## src/verilog/l1Pkg.sv

```systemverilog
// Shared widths, request opcodes and the request and response structs for the
// tiled L1 scratchpad. Every RTL file and the testbench refer to these by scoped names.

package l1Pkg;

  // Fixed bus widths
  localparam int unsigned AddrWidth = 32;
  localparam int unsigned DataWidth = 32;

  // Bytes per word and the address bits that select a byte
  localparam int unsigned BytesPerWord = DataWidth / 8;
  localparam int unsigned ByteOffset = $clog2(BytesPerWord);

  // Request operation
  typedef enum logic {
    OpRead  = 1'b0,
    OpWrite = 1'b1
  } l1Op_e;

  // One request from the requester, 69 bits
  typedef struct packed {
    l1Op_e                 op;
    logic [AddrWidth-1:0]  addr;
    logic [DataWidth-1:0]  wdata;
    logic [BytesPerWord-1:0] be;
  } l1Req_t;

  // One response back to the requester, 33 bits
  typedef struct packed {
    logic [DataWidth-1:0] rdata;
    logic                 err;
  } l1Resp_t;

endpackage
```

## src/verilog/tileXbar.sv

```systemverilog
// Routes each physical request to the owning memory tile and picks the returning
// read data one cycle later. Out-of-range addresses get an error and reach no tile.

`timescale 1ns/1ps

module tileXbar #(
  parameter int unsigned NumTiles        = 4,
  parameter int unsigned NumBanksPerTile = 4,
  parameter int unsigned BankDepth       = 256
) (
  input  logic                         clk_i,
  input  logic                         rst_i,
  input  logic                         reqValid_i,
  input  l1Pkg::l1Req_t                req_i,
  output logic [NumTiles-1:0]          tileValid_o,
  output l1Pkg::l1Req_t                tileReq_o,
  input  logic [l1Pkg::DataWidth-1:0]  tileRdata_i [NumTiles],
  output logic                         respValid_o,
  output l1Pkg::l1Resp_t               resp_o
);

  // Physical layout from the LSB upward
  localparam int unsigned BankBits = $clog2(NumBanksPerTile);
  localparam int unsigned TileBits = $clog2(NumTiles);
  localparam int unsigned RowBits  = $clog2(BankDepth);
  localparam int unsigned TileLsb  = l1Pkg::ByteOffset + BankBits;
  // First address bit beyond the memory
  localparam int unsigned TopBit   = TileLsb + TileBits + RowBits;

  logic [TileBits-1:0] tileIdx;
  logic                outOfRange;

  // Pipeline state that travels with the bank access
  logic                respValidQ;
  logic                errQ;
  logic [TileBits-1:0] tileQ;

  assign tileIdx    = req_i.addr[TileLsb +: TileBits];
  assign outOfRange = |req_i.addr[l1Pkg::AddrWidth-1:TopBit];

  // All tiles see the same request, only the strobe differs
  assign tileReq_o = req_i;

  always_comb begin
    tileValid_o = '0;
    for (int t = 0; t < NumTiles; t++) begin
      // One strobe per in-range request
      tileValid_o[t] = reqValid_i && !outOfRange && (tileIdx == TileBits'(t));
    end
  end

  // Valid and error bits
  always_ff @(posedge clk_i) begin
    if (rst_i) begin
      respValidQ <= 1'b0;
      errQ       <= 1'b0;
    end else begin
      respValidQ <= reqValid_i;
      errQ       <= reqValid_i && outOfRange;
    end
  end

  // Tile select for the read-data mux
  always_ff @(posedge clk_i) begin
    if (reqValid_i) begin
      tileQ <= tileIdx;
    end
  end

  // Response mux
  always_comb begin
    resp_o.err   = errQ;
    resp_o.rdata = tileRdata_i[tileQ];
    // No bank was read on an error
    if (errQ) begin
      resp_o.rdata = '0;
    end
  end

  assign respValid_o = respValidQ;

endmodule

```

## config.mk

```make
export PLATFORM = sky130hd
export DESIGN_NAME = tileXbar
export DESIGN_NICKNAME = d
export VERILOG_FILES = /design/src/verilog/l1Pkg.sv /design/src/verilog/tileXbar.sv
export SDC_FILE = /design/constraint.sdc
export NUM_CORES = 1
export LEC_CHECK = 0
export ABC_AREA = 1
export BUFFER_PORTS_ARGS = -buffer_cell sky130_fd_sc_hd__buf_2
export CORE_AREA = 2 2 121 123
export CTS_BUF_LIST = sky130_fd_sc_hd__clkbuf_16
export CTS_CLUSTER_SIZE = 24
export DETAILED_ROUTE_END_ITERATION = 10
export DIE_AREA = 0 0 123 125
export SLEW_MARGIN = 20
export SYNTH_ARGS = -nofsm -noshare
export SYNTH_HDL_FRONTEND = slang
export SYNTH_SLANG_ARGS = --single-unit
```

## constraint.sdc

```tcl
create_clock -name clk_i -period 2.75 [get_ports clk_i]
set_clock_uncertainty 0.15 [all_clocks]
set_input_delay 0.55 -clock clk_i [delete_from_list [all_inputs] [get_ports clk_i]]
set_output_delay 0.55 -clock clk_i [all_outputs]
set_load 0.02 [all_outputs]
```

==> run_results.csv <==
group,metric,value,unit
hold_path,hold_depth,2,
clock_network,cts_resized,0,
synthesis,syn_area_per_cell,5.27,um2
timing,rsz0062_at_grt,"false",
routing,drt_pass1_iterations,4,
critical_path,cp.required,2050,ps
pwr,sw_frac_of_total,43.3,%
floorplan,pin_count,307,
pwr,p_int,468,uW
synthesis,ys_ff_latch,4,
hold_path,hp-start,"rst_i",
synthesis,synth_nets,554,
routing,avgViaCountPerCell,3.92,
synthesis,synth-adder-area-share,0,%
cells_and_area,drive_gt1_share,46.0,%
place,gp_congestion,0.766,
floorplan,dieWidth,123,um
synthesis,ys_types,18,
synthesis,async_reset_ff_share,0,%
flow_run,cap_viol_max_count,0,
pwr,p_seq_share,8.4,%
routing,wire_per_inst,13.6,um
timing,clock.fmax,0.415,GHz
synthesis,ys_top_cells_by_area,"nor2_1 29%, buf_4 28%, o21ai_1 10%, a21oi_1 8.6%, o21ai_0 7.0%",
critical_path,crit_type,"reg2out",
clock_network,tritoncts,"yes",
synthesis,yosys.area_share.xor_xnor,0,%
routing,postRouteAntennaNets,0,
synthesis,synth.top_cell.area_share,28.8,%
clock_network,path_clk_slew,30,ps
cells_and_area,multiInputGateArea,1070,um2
clock_network,cts.sinks,4,
place,port-buffer-count,208,
timing,fin_crit_sh,87.7,%
timing,period_minus_slack,2410,ps
pwr,p_sw,357,uW
cells_and_area,nFillCells,1693,
clock_network,cts_setup_buffers,0,
place,dp_hpwl,7470,um
timing,relSlewSlack,72.9,%
clock_network,cts.path.max_buffers,2,
synthesis,synth_top_family_by_area,"buffers and inverters",
critical_path,crit_fanout,19,
global_route,antenna_found_initial,2,
floorplan,die-area,15400,um2
clock_network,cts-root-buf,"clkbuf_16",
pwr,pwr-share-comb,64.3,%
synthesis,synth-compound-area-share,25.8,%
routing,drc_errors,0,
cells_and_area,areaGrowthSynthToFinish,40.9,%
synthesis,synthCells,354,
synthesis,seq_area_frac_synth,5.37,%
global_route,grt_pass1_wl,12500,um
synthesis,synth_common_cells,"143 x nor2_1, 70 x buf_4, 38 x o21ai_1",
place,place_area,2550,um2
synthesis,synth_top_area_cell,"nor2_1",
hold_path,worst_hold_path_type,"in2reg",
cells_and_area,final_nets,682,
synthesis,synth-warning-count,0,
synthesis,yosysMostFrequentCell,"nor2_1",
pwr,vdd_drop_max,0.193,mV
pwr,clockPowerShare,27.2,%
global_route,globalRouteTotalUtil,10.6,%
floorplan,std_cell_rows,44,
cells_and_area,final_core_util,18.5,%
synthesis,synth_edf_count,2,
timing,finalMaxSlewViolations,0,
timing,tightest_slew,406,ps
floorplan,core_area,14200,um2
pwr,leakage,1.39,nW
synthesis,synth-simple-area-share,31.7,%
timing,hold_viol,0,
routing,num_vias,2607,
hold_path,holdPathEnd,"respValid_o$_SDFF_PP0_",
cells_and_area,regArea,100,um2
cells_and_area,final_area,2630,um2
timing,setup_viol,0,
critical_path,crit_path_end_kind,"output pin",
global_route,grt_max_degree,38,
clock_network,htreeDepth,1,
floorplan,die_y,125,um
global_route,overflow,0,
status,status,"complete, no violations",
clock_network,cts_buffers,3,
synthesis,syn_area,1860,um2
pwr,p_total,826,uW
critical_path,cp_data_arrival_time,1710,ps
floorplan,start_util,13.1,%
routing,wirelength,9040,um
clock_network,ctsHoldBuffers,0,
critical_path,cp-start-kind,"flop",
timing,hold-worst-slack,348,ps
timing,tns,0,ps
routing,drt_iter0_drc,55,
synthesis,muxShareOfSynthArea,0,%
pwr,power_density,314,nW/um2
synthesis,ys.flop_type,"edfxtp_1",
global_route,grt_pass1_vias,2421,
==> cell type report <==
class                           instances  share of cell area, %
Inverter                                6                  0.857
Clock buffer                            3                   2.86
Antenna cell                            1                 0.0952
Multi-Input combinational cell        251                   40.8
Tap cell                              184                   8.76
Timing Repair Buffer                  216                   42.9
Sequential cell                         4                   3.81
==> cells by family after synthesis <==
logic type / after synthesis
AO/OA/AOI/OAI: 96
buffers and inverters: 99
flip-flops: 4
AND/OR/NAND/NOR: 155
==> how the worst max path moves through the flow <==
stage,endpoint,startpoint,cells after the start
CTS,resp_o[7],tileQ[0]$_DFFE_PP_,5
finish,resp_o[7],tileQ[0]$_DFFE_PP_,5
global placement,tileValid_o[3],req_i[51],6
detailed placement,tileValid_o[1],req_i[51],6
floorplan,tileValid_o[0],req_i[51],4
global route,resp_o[7],tileQ[0]$_DFFE_PP_,5
==> sequential cells by signal, indices dropped and copies added (netlist names) <==
name,flops
respValid_o,1
tileQ,2
errQ,1
==> worst max-delay path, stage by stage (launching register included) <==
cell	delay [ps]
edfxtp_1	420
inv_2	280
buf_4	270
o21ai_0	120
a21oi_1	180
buf_2	200
==> stage by stage <==
stage               setup slack [ps]  instances
floorplan                        629        354
global placement                 451        661
detailed placement               459        661
CTS                              321        664
global route                     216        665
finish                           338        665
==> power by group through the flow <==
stage                     Clock [mW]  Combinational [mW]  Sequential, mW
after global routing           0.232               0.590          0.0707
after CTS                      0.228               0.540          0.0699
final                          0.225               0.531          0.0697
after floorplan                    0               0.433          0.0712
after global placement             0               0.537          0.0704
after detailed placement           0               0.539          0.0707
==> layout by cell type (no fill, tap or decap) <==
cell type | netlist | layout
and2_1 | 1 | 1
inv_2 | 1 | 1
nand3_1 | 1 | 1
nand4_1 | 1 | 1
dfxtp_1 | 2 | 2
or2_2 | 1 | 1
clkbuf_16 | 0 | 3
diode_2 | 0 | 1
buf_4 | 70 | 6
edfxtp_1 | 2 | 2
nor2_1 | 143 | 143
nand2_1 | 8 | 8
o21ai_1 | 38 | 38
o21ai_0 | 26 | 26
inv_1 | 5 | 5
a21oi_1 | 32 | 32
buf_2 | 5 | 208
buf_12 | 0 | 2
==> layer usage <==
metal | global-route usage, % | vias to the layer above | share of wire, %
li1 | - | 1318 | -
met1 | 11.1 | 1084 | 37
met2 | 19.6 | 157 | 49
met3 | 2.42 | 46 | 9.2
met4 | 5.08 | 2 | 5.1
met5 | 0 | - | 0.14
Power figures use the tool's default switching activity.
