===== config.mk =====
export PLATFORM = sky130hd
export DESIGN_NAME = addressScrambler
export DESIGN_NICKNAME = d
export VERILOG_FILES = /design/src/verilog/l1Pkg.sv /design/src/verilog/addressScrambler.sv
export SDC_FILE = /design/constraint.sdc
export NUM_CORES = 1
export LEC_CHECK = 0
export ABC_CLOCK_PERIOD_IN_PS = 6560
export BUFFER_PORTS_ARGS = -buffer_cell sky130_fd_sc_hd__buf_2
export CAP_MARGIN = 30
export CELL_PAD_IN_SITES_DETAIL_PLACEMENT = 1
export CELL_PAD_IN_SITES_GLOBAL_PLACEMENT = 1
export CORE_MARGIN = 2
export CORE_UTILIZATION = 16
export DETAILED_ROUTE_END_ITERATION = 10
export GPL_TIMING_DRIVEN = 0
export PLACE_DENSITY_LB_ADDON = 0.05
export SLEW_MARGIN = 10
export SYNTH_ARGS = -nofsm -noshare
export SYNTH_HDL_FRONTEND = slang
export SYNTH_SLANG_ARGS = --single-unit

===== constraint.sdc =====
create_clock -name vclk -period 6.56
set_input_delay 1.312 -clock vclk [all_inputs]
set_output_delay 1.312 -clock vclk [all_outputs]
set_load 0.02 [all_outputs]

===== src/verilog/l1Pkg.sv =====
// Shared widths, request opcodes and the request and response structs for the
// tiled L1 scratchpad. Every RTL file and the testbench refer to these by scoped names.

package l1Pkg;

  // Fixed bus widths
  localparam int unsigned AddrWidth = 32;
  localparam int unsigned DataWidth = 32;

  // Bytes per word and the address bits that select a byte
  localparam int unsigned BytesPerWord = DataWidth / 8;
  localparam int unsigned ByteOffset = $clog2(BytesPerWord);

  // Request operation
  typedef enum logic {
    OpRead  = 1'b0,
    OpWrite = 1'b1
  } l1Op_e;

  // One request from the requester, 69 bits
  typedef struct packed {
    l1Op_e                 op;
    logic [AddrWidth-1:0]  addr;
    logic [DataWidth-1:0]  wdata;
    logic [BytesPerWord-1:0] be;
  } l1Req_t;

  // One response back to the requester, 33 bits
  typedef struct packed {
    logic [DataWidth-1:0] rdata;
    logic                 err;
  } l1Resp_t;

endpackage

===== src/verilog/addressScrambler.sv =====
// Remaps the lowest region of the address space so that each tile owns one
// contiguous block of words. Above that region the layout stays word interleaved.
// Purely combinational and sits in front of the tile crossbar.

`timescale 1ns/1ps

module addressScrambler #(
  parameter int unsigned NumTiles          = 4,
  parameter int unsigned NumBanksPerTile   = 4,
  parameter int unsigned SeqMemSizePerTile = 1024
) (
  input  logic                         bypass_i,
  input  logic [l1Pkg::AddrWidth-1:0]  addr_i,
  output logic [l1Pkg::AddrWidth-1:0]  addr_o
);

  // Field widths of the address
  localparam int unsigned BankBits      = $clog2(NumBanksPerTile);
  localparam int unsigned TileIdBits    = $clog2(NumTiles);
  localparam int unsigned SeqTileBits   = $clog2(SeqMemSizePerTile);
  localparam int unsigned SeqTotalBits  = SeqTileBits + TileIdBits;
  localparam int unsigned FixedLsbBits  = l1Pkg::ByteOffset + BankBits;
  localparam int unsigned InTileBits    = SeqTileBits - FixedLsbBits;

  // First byte address past the sequential region
  localparam logic [l1Pkg::AddrWidth-1:0] SeqRegionEnd =
    l1Pkg::AddrWidth'(NumTiles * SeqMemSizePerTile);

  // Word index inside one tile's sequential block
  logic [InTileBits-1:0] inTile;
  // Tile that owns the sequential block
  logic [TileIdBits-1:0] tileId;
  logic                  inSeqRegion;

  assign inTile      = addr_i[SeqTileBits-1:FixedLsbBits];
  assign tileId      = addr_i[SeqTotalBits-1:SeqTileBits];
  assign inSeqRegion = addr_i < SeqRegionEnd;

  // Byte and bank select bits never move
  assign addr_o[FixedLsbBits-1:0] = addr_i[FixedLsbBits-1:0];

  // Bits above the sequential region never move either
  assign addr_o[l1Pkg::AddrWidth-1:SeqTotalBits] = addr_i[l1Pkg::AddrWidth-1:SeqTotalBits];

  always_comb begin
    // Interleaved layout by default
    addr_o[SeqTotalBits-1:FixedLsbBits] = {tileId, inTile};
    // Inside the sequential region the tile id drops right above the bank bits
    if (!bypass_i && inSeqRegion) begin
      addr_o[SeqTotalBits-1:FixedLsbBits] = {inTile, tileId};
    end
  end

endmodule


==> metrics.md, run 1 <==
| Metric | Value |
|---|---|
| Initial antenna violation count | 0 |
| Most used cell, CP | buf_2 |
| Max VDD drop | 0.0229 mV |
| DIE AREA | 2460 um^2 |
| Cells after synthesis | 39 |
| Hold buffers post-CTS | 0 |
| Pins Over Slew Limit | 0 |
| Layout cell share with drive strength beyond 1 | 0.950 |
| Post-layout minimum cycle time | 4.29 ns |
| CP required | 5.25 ns |
| Outcome | complete, no violations |
| GP Congestion | 0.597 |
| Vias in the first global route | 470 |
| Total of max-cap violations | 0 |
| Die span in y | 49.6 um |
| Synth Warn # | 0 |
| Power per cell area | 71.1 nW/um^2 |
| Floorplan row count | 16 |
| First-pass GRT wire length | 1880 um |
| DRC viols | 0 |
| Placed wire-length estimate | 1120 um |
| Mapped Avg Cell Area | 8.53 um^2 |
| Antenna cells | 0 |
| Total GRT Usage | 0.0896 |
| Die width | 49.6 um |
| Largest net degree at the start of global routing | 9 |
| Gr ovfl total | 0 |
| Crit start category | input pin |
| Hold Fails Final Rpt | 0 |
| TNS Setup | 0 ns |
| Area grow syn2layout | 102% |
| CP arrival | 2.97 ns |
| WL per Instance | 9.13 um |
| Antenna violation net count after detailed routing | 0 |
| Final Power | 0.0478 mW |
| Dpl ws | 2.24 ns |
| Vias per cell | 3.73 |
| Slew @ Worst Pin | 0.507 ns |
| IO Pins | 65 |
| IO buf count | 61 |
| Fin worst setup slack | 2.27 ns |
| Clkbuf count | 0 |
| Final Setup Violations | 0 |
| Hold wc startpoint | addr_i[3] |
| Final sequential cell count | 0 |
| Post-cts resize count | 0 |
| Setup crit start | addr_i[25] |
| Largest delay share family, worst path | simple AND/OR/NAND/NOR gates |
| Iter 0 DRT Violations | 2 |
| Crit path buffers/inverters | 2 |
| Fin crit share | 0.653 |
| Slew HR | 0.659 |
| Seq/Total Area, Yosys | 0 |
| CP max stage delay | 0.54 ns |
| Max FO, Critical Path | 8 |
| Postcts setup bufs | 0 |
| Final net count | 135 |
| Routed via count | 474 |
| Core area | 1960 um^2 |
| Final Routed Wirelength | 1160 um |
| Dpl cells | 127 |
| Final Non-Filler Cells | 127 |
| First-pass detailed-route iteration total | 3 |
| Synthesized area | 333 um^2 |
| Critical path class | in2out |
| Mapped Nets | 72 |
| Static Leak | 0.393 nW |
| Fmax | 233 MHz |
| Unique masters post-synth | 7 |
| FF+latch area | 0 um^2 |
| Starting Density | 0.170 |
| Crit. End Element | primary output |
| Worst hold path class | in2out |
| CP max stage cell | or4_4 |
| Worst-path cell chain | buf_2, or4_4, nor4_4, mux2_2, buf_2 |
| RSZ-0062 raised after global routing | false |
[cell families (layout without fill, tap and decap cells)]
group,Yosys count,count (layout),synth area share
simple gates,7,7,0.188
buf+inv,24,85,0.541
mux,8,8,0.271
[routing by layer]
layer / vias to the layer above / part of all wire / global-route usage
met4: 0 / 0 / 0
met2: 48 / 0.40 / 0.160
met1: 189 / 0.39 / 0.110
met5: - / 0 / 0
met3: 0 / 0.20 / 0.0303
li1: 237 / - / -
[power breakdown]
part           total (mW)  switching [mW]  leakage, nW  internal, mW
combinational      0.0478          0.0238        0.393        0.0240
clock                   0               0            0             0
sequential              0               0            0             0
total              0.0478          0.0238        0.393        0.0240
[metrics by stage]
stage	utilization	hold slack (ns)	cell area, um^2
after floorplan	-	2.74	333
after global placement	0.342	2.84	672
after detailed placement	0.342	2.84	672
after CTS	0.342	2.84	672
after global routing	0.342	2.84	672
final	0.342	2.84	672
[placed cells by master (no fill, tap or decap), drive strengths merged]
cell type,n
nand4,1
or4,1
nor4,4
buf,85
nor3,1
mux2,8
[area by class of cell]
class | count | area [um^2]
Tap cell | 27 | 33.8
Multi-Input combinational cell | 15 | 153
Buffer | 24 | 180
Timing Repair Buffer | 61 | 305
Fill cell | 274 | 1290
[final timing paths]
path | slack, ns | cells after the start | end
max | 2.27 | 5 | addr_o[10]
min | 2.84 | 2 | addr_o[3]
[Yosys cell counts, drive strengths merged]
library cell | instances | share of area
buf | 24 | 0.54
mux2 | 8 | 0.27
nand4 | 1 | 0.019
nor3 | 1 | 0.015
nor4 | 4 | 0.12
or4 | 1 | 0.034
No activity file was read; power rests on OpenSTA's default activity.
==> run 2, diff against run 1 <==
--- a/config.mk
+++ b/config.mk
@@ -5,13 +5,13 @@
 export SDC_FILE = /design/constraint.sdc
 export NUM_CORES = 1
 export LEC_CHECK = 0
-export ABC_CLOCK_PERIOD_IN_PS = 6560
+export ABC_CLOCK_PERIOD_IN_PS = 4350
 export BUFFER_PORTS_ARGS = -buffer_cell sky130_fd_sc_hd__buf_2
 export CAP_MARGIN = 30
 export CELL_PAD_IN_SITES_DETAIL_PLACEMENT = 1
 export CELL_PAD_IN_SITES_GLOBAL_PLACEMENT = 1
 export CORE_MARGIN = 2
-export CORE_UTILIZATION = 16
+export CORE_UTILIZATION = 15
 export DETAILED_ROUTE_END_ITERATION = 10
 export GPL_TIMING_DRIVEN = 0
 export PLACE_DENSITY_LB_ADDON = 0.05
==> constraint.sdc (replaced) <==
create_clock -name vclk -period 4.35
set_input_delay 0.87 -clock vclk [all_inputs]
set_output_delay 0.87 -clock vclk [all_outputs]
set_load 0.02 [all_outputs]
==> run 2 against run 1 <==
Compared with the run above:
- final cell count grew 0.79%
- first-iteration DRC count shrank 50%
- hold slack lost 0.88 ns
- highest routed layer unchanged
- final area grew 0.19%
- routed wire length shrank 2.0%
- largest cell class unchanged
- sequential cell count is the same
- global-route usage shrank 0.42 points
- critical endpoint is now addr_o[9]
==> metrics.md, run 2 (synthesis gave the netlist of run 1 again) <==
| Metric | Value |
|---|---|
| Outcome | complete, no violations (unchanged) |
| Commonest non-fill, non-tap cell in the layout | buf_2 (unchanged) |
| Clkbuf count | 0 (unchanged) |
| IO Pins | 65 (unchanged) |
| Slew HR | 0.664 (was 0.659) |
| Critical path class | in2out (unchanged) |
| Worst hold path class | in2out (unchanged) |
| Final net count | 135 (unchanged) |
| Static Leak | 0.393 nW (unchanged) |
| RSZ-0062 raised after global routing | false (unchanged) |
| Max FO, Critical Path | 8 (unchanged) |
| Area grow syn2layout | 102% (about the same) |
| First-pass GRT wire length | 1840 um (was 1880 um) |
| Post-route cell area | 673 um^2 (was 672 um^2) |
| Post-layout minimum cycle time | 3.40 ns |
| Largest net degree at the start of global routing | 9 (unchanged) |
| Fin worst setup slack | 0.950 ns (was 2.27 ns) |
| Slew @ Worst Pin | 0.500 ns (was 0.507 ns) |
| Fillers | 289 (was 274) |
| Fmax | 294 MHz |
| Dpl ws | 0.931 ns (was 2.24 ns) |
| Starting Density | 0.155 (was 0.170) |
| Power per cell area | 107 nW/um^2 (was 71.1 nW/um^2) |
| Antenna violation net count after detailed routing | 0 (unchanged) |
| GP Congestion | 0.643 (was 0.597) |
| Hold buffers post-CTS | 0 (unchanged) |
| Multi-input gate area | 153 um^2 (unchanged) |
| Total GRT Usage | 0.0855 (was 0.0896) |
| WL per Instance | 8.88 um (was 9.13 um) |
| Core area | 2150 um^2 (was 1960 um^2) |
| Total of max-cap violations | 0 (unchanged) |
| Postcts setup bufs | 0 (unchanged) |
| Layout cell share with drive strength beyond 1 | 0.950 (unchanged) |
| Most frequent cells in the layout | buf_2, buf_4, mux2_2 (unchanged) |
| CP required | 3.48 ns (was 5.25 ns) |
| Final Routed Wirelength | 1140 um (was 1160 um) |
| Crit. End Element | primary output (unchanged) |
| Hold Fails Final Rpt | 0 (unchanged) |
| Floorplan row count | 17 (was 16) |
| DRC viols | 0 (unchanged) |
| Crit start category | input pin (unchanged) |
| Fin crit share | 0.782 |
| Die width | 51.1 um (was 49.6 um) |
| Die span in y | 51.1 um (was 49.6 um) |
| Max VDD drop | 0.0354 mV (was 0.0229 mV) |
| Initial antenna violation count | 0 (unchanged) |
| Final Non-Filler Cells | 128 (was 127) |
| Vias in the first global route | 421 (was 470) |
| IO buf count | 61 (unchanged) |
| CP arrival | 2.53 ns (was 2.97 ns) |
| Dpl cells | 128 (was 127) |
| Iter 0 DRT Violations | 1 (was 2) |
| Hold_ws | 1.96 ns (was 2.84 ns) |
| Final sequential cell count | 0 (unchanged) |
| Final Setup Violations | 0 (unchanged) |
| Gr ovfl total | 0 (unchanged) |
| Routed via count | 475 (was 474) |
| Vias per cell | 3.71 (was 3.73) |
| DIE AREA | 2610 um^2 (was 2460 um^2) |
| Antenna cells | 0 (unchanged) |
| FF+latch area | 0 um^2 (unchanged) |
| Pins Over Slew Limit | 0 (unchanged) |
| Post-cts resize count | 0 (unchanged) |
| First-pass detailed-route iteration total | 2 (was 3) |
| Placed cell areas | 673 um^2 (was 672 um^2) |
| TNS Setup | 0 ns (unchanged) |
## run 2: cell counts in the layout (fill, tap and decap cells not counted)
Identical to the previous run, type by type.
## run 2: path summary, 6_finish.rpt
path	from	to	slack (ns)	cells past startpoint
hold / removal	addr_i[1]	addr_o[1]	1.96	2
setup / recovery	addr_i[25]	addr_o[9]	0.95	5
## run 2: cell type report
type	count	area share
plain buffers	24	0.268
well taps	28	0.0520
repair buffers	61	0.454
multi-input cells	15	0.227
## run 2: metrics by stage
stage	util	total power [mW]
6_report	0.313	0.0723
5_1_grt	0.313	0.0782
4_1_cts	0.313	0.0733
3_5_place_dp	0.313	0.0731
3_3_place_gp	0.313	0.0728
2_1_floorplan	-	0.0426
## run 2: critical path, stage by stage
cell and delay [ns]:
buf_2 0.10, or4_4 0.53, nor4_4 0.46, mux2_2 0.40
buf_2 0.16
## run 2: power by group
| group | leakage, nW | internal (mW) | switching [mW] |
|---|---|---|---|
| sequential | 0 | 0 | 0 |
| combinational | 0.393 | 0.0362 | 0.0360 |
| clock | 0 | 0 | 0 |
| total | 0.393 | 0.0362 | 0.0360 |
## run 2: layer usage
| layer | track usage | part of all wire |
|---|---|---|
| met2 | 0.143 | 0.43 |
| met1 | 0.118 | 0.39 |
| met5 | 0 | 0 |
| met4 | 0 | 0 |
| met3 | 0.0205 | 0.17 |
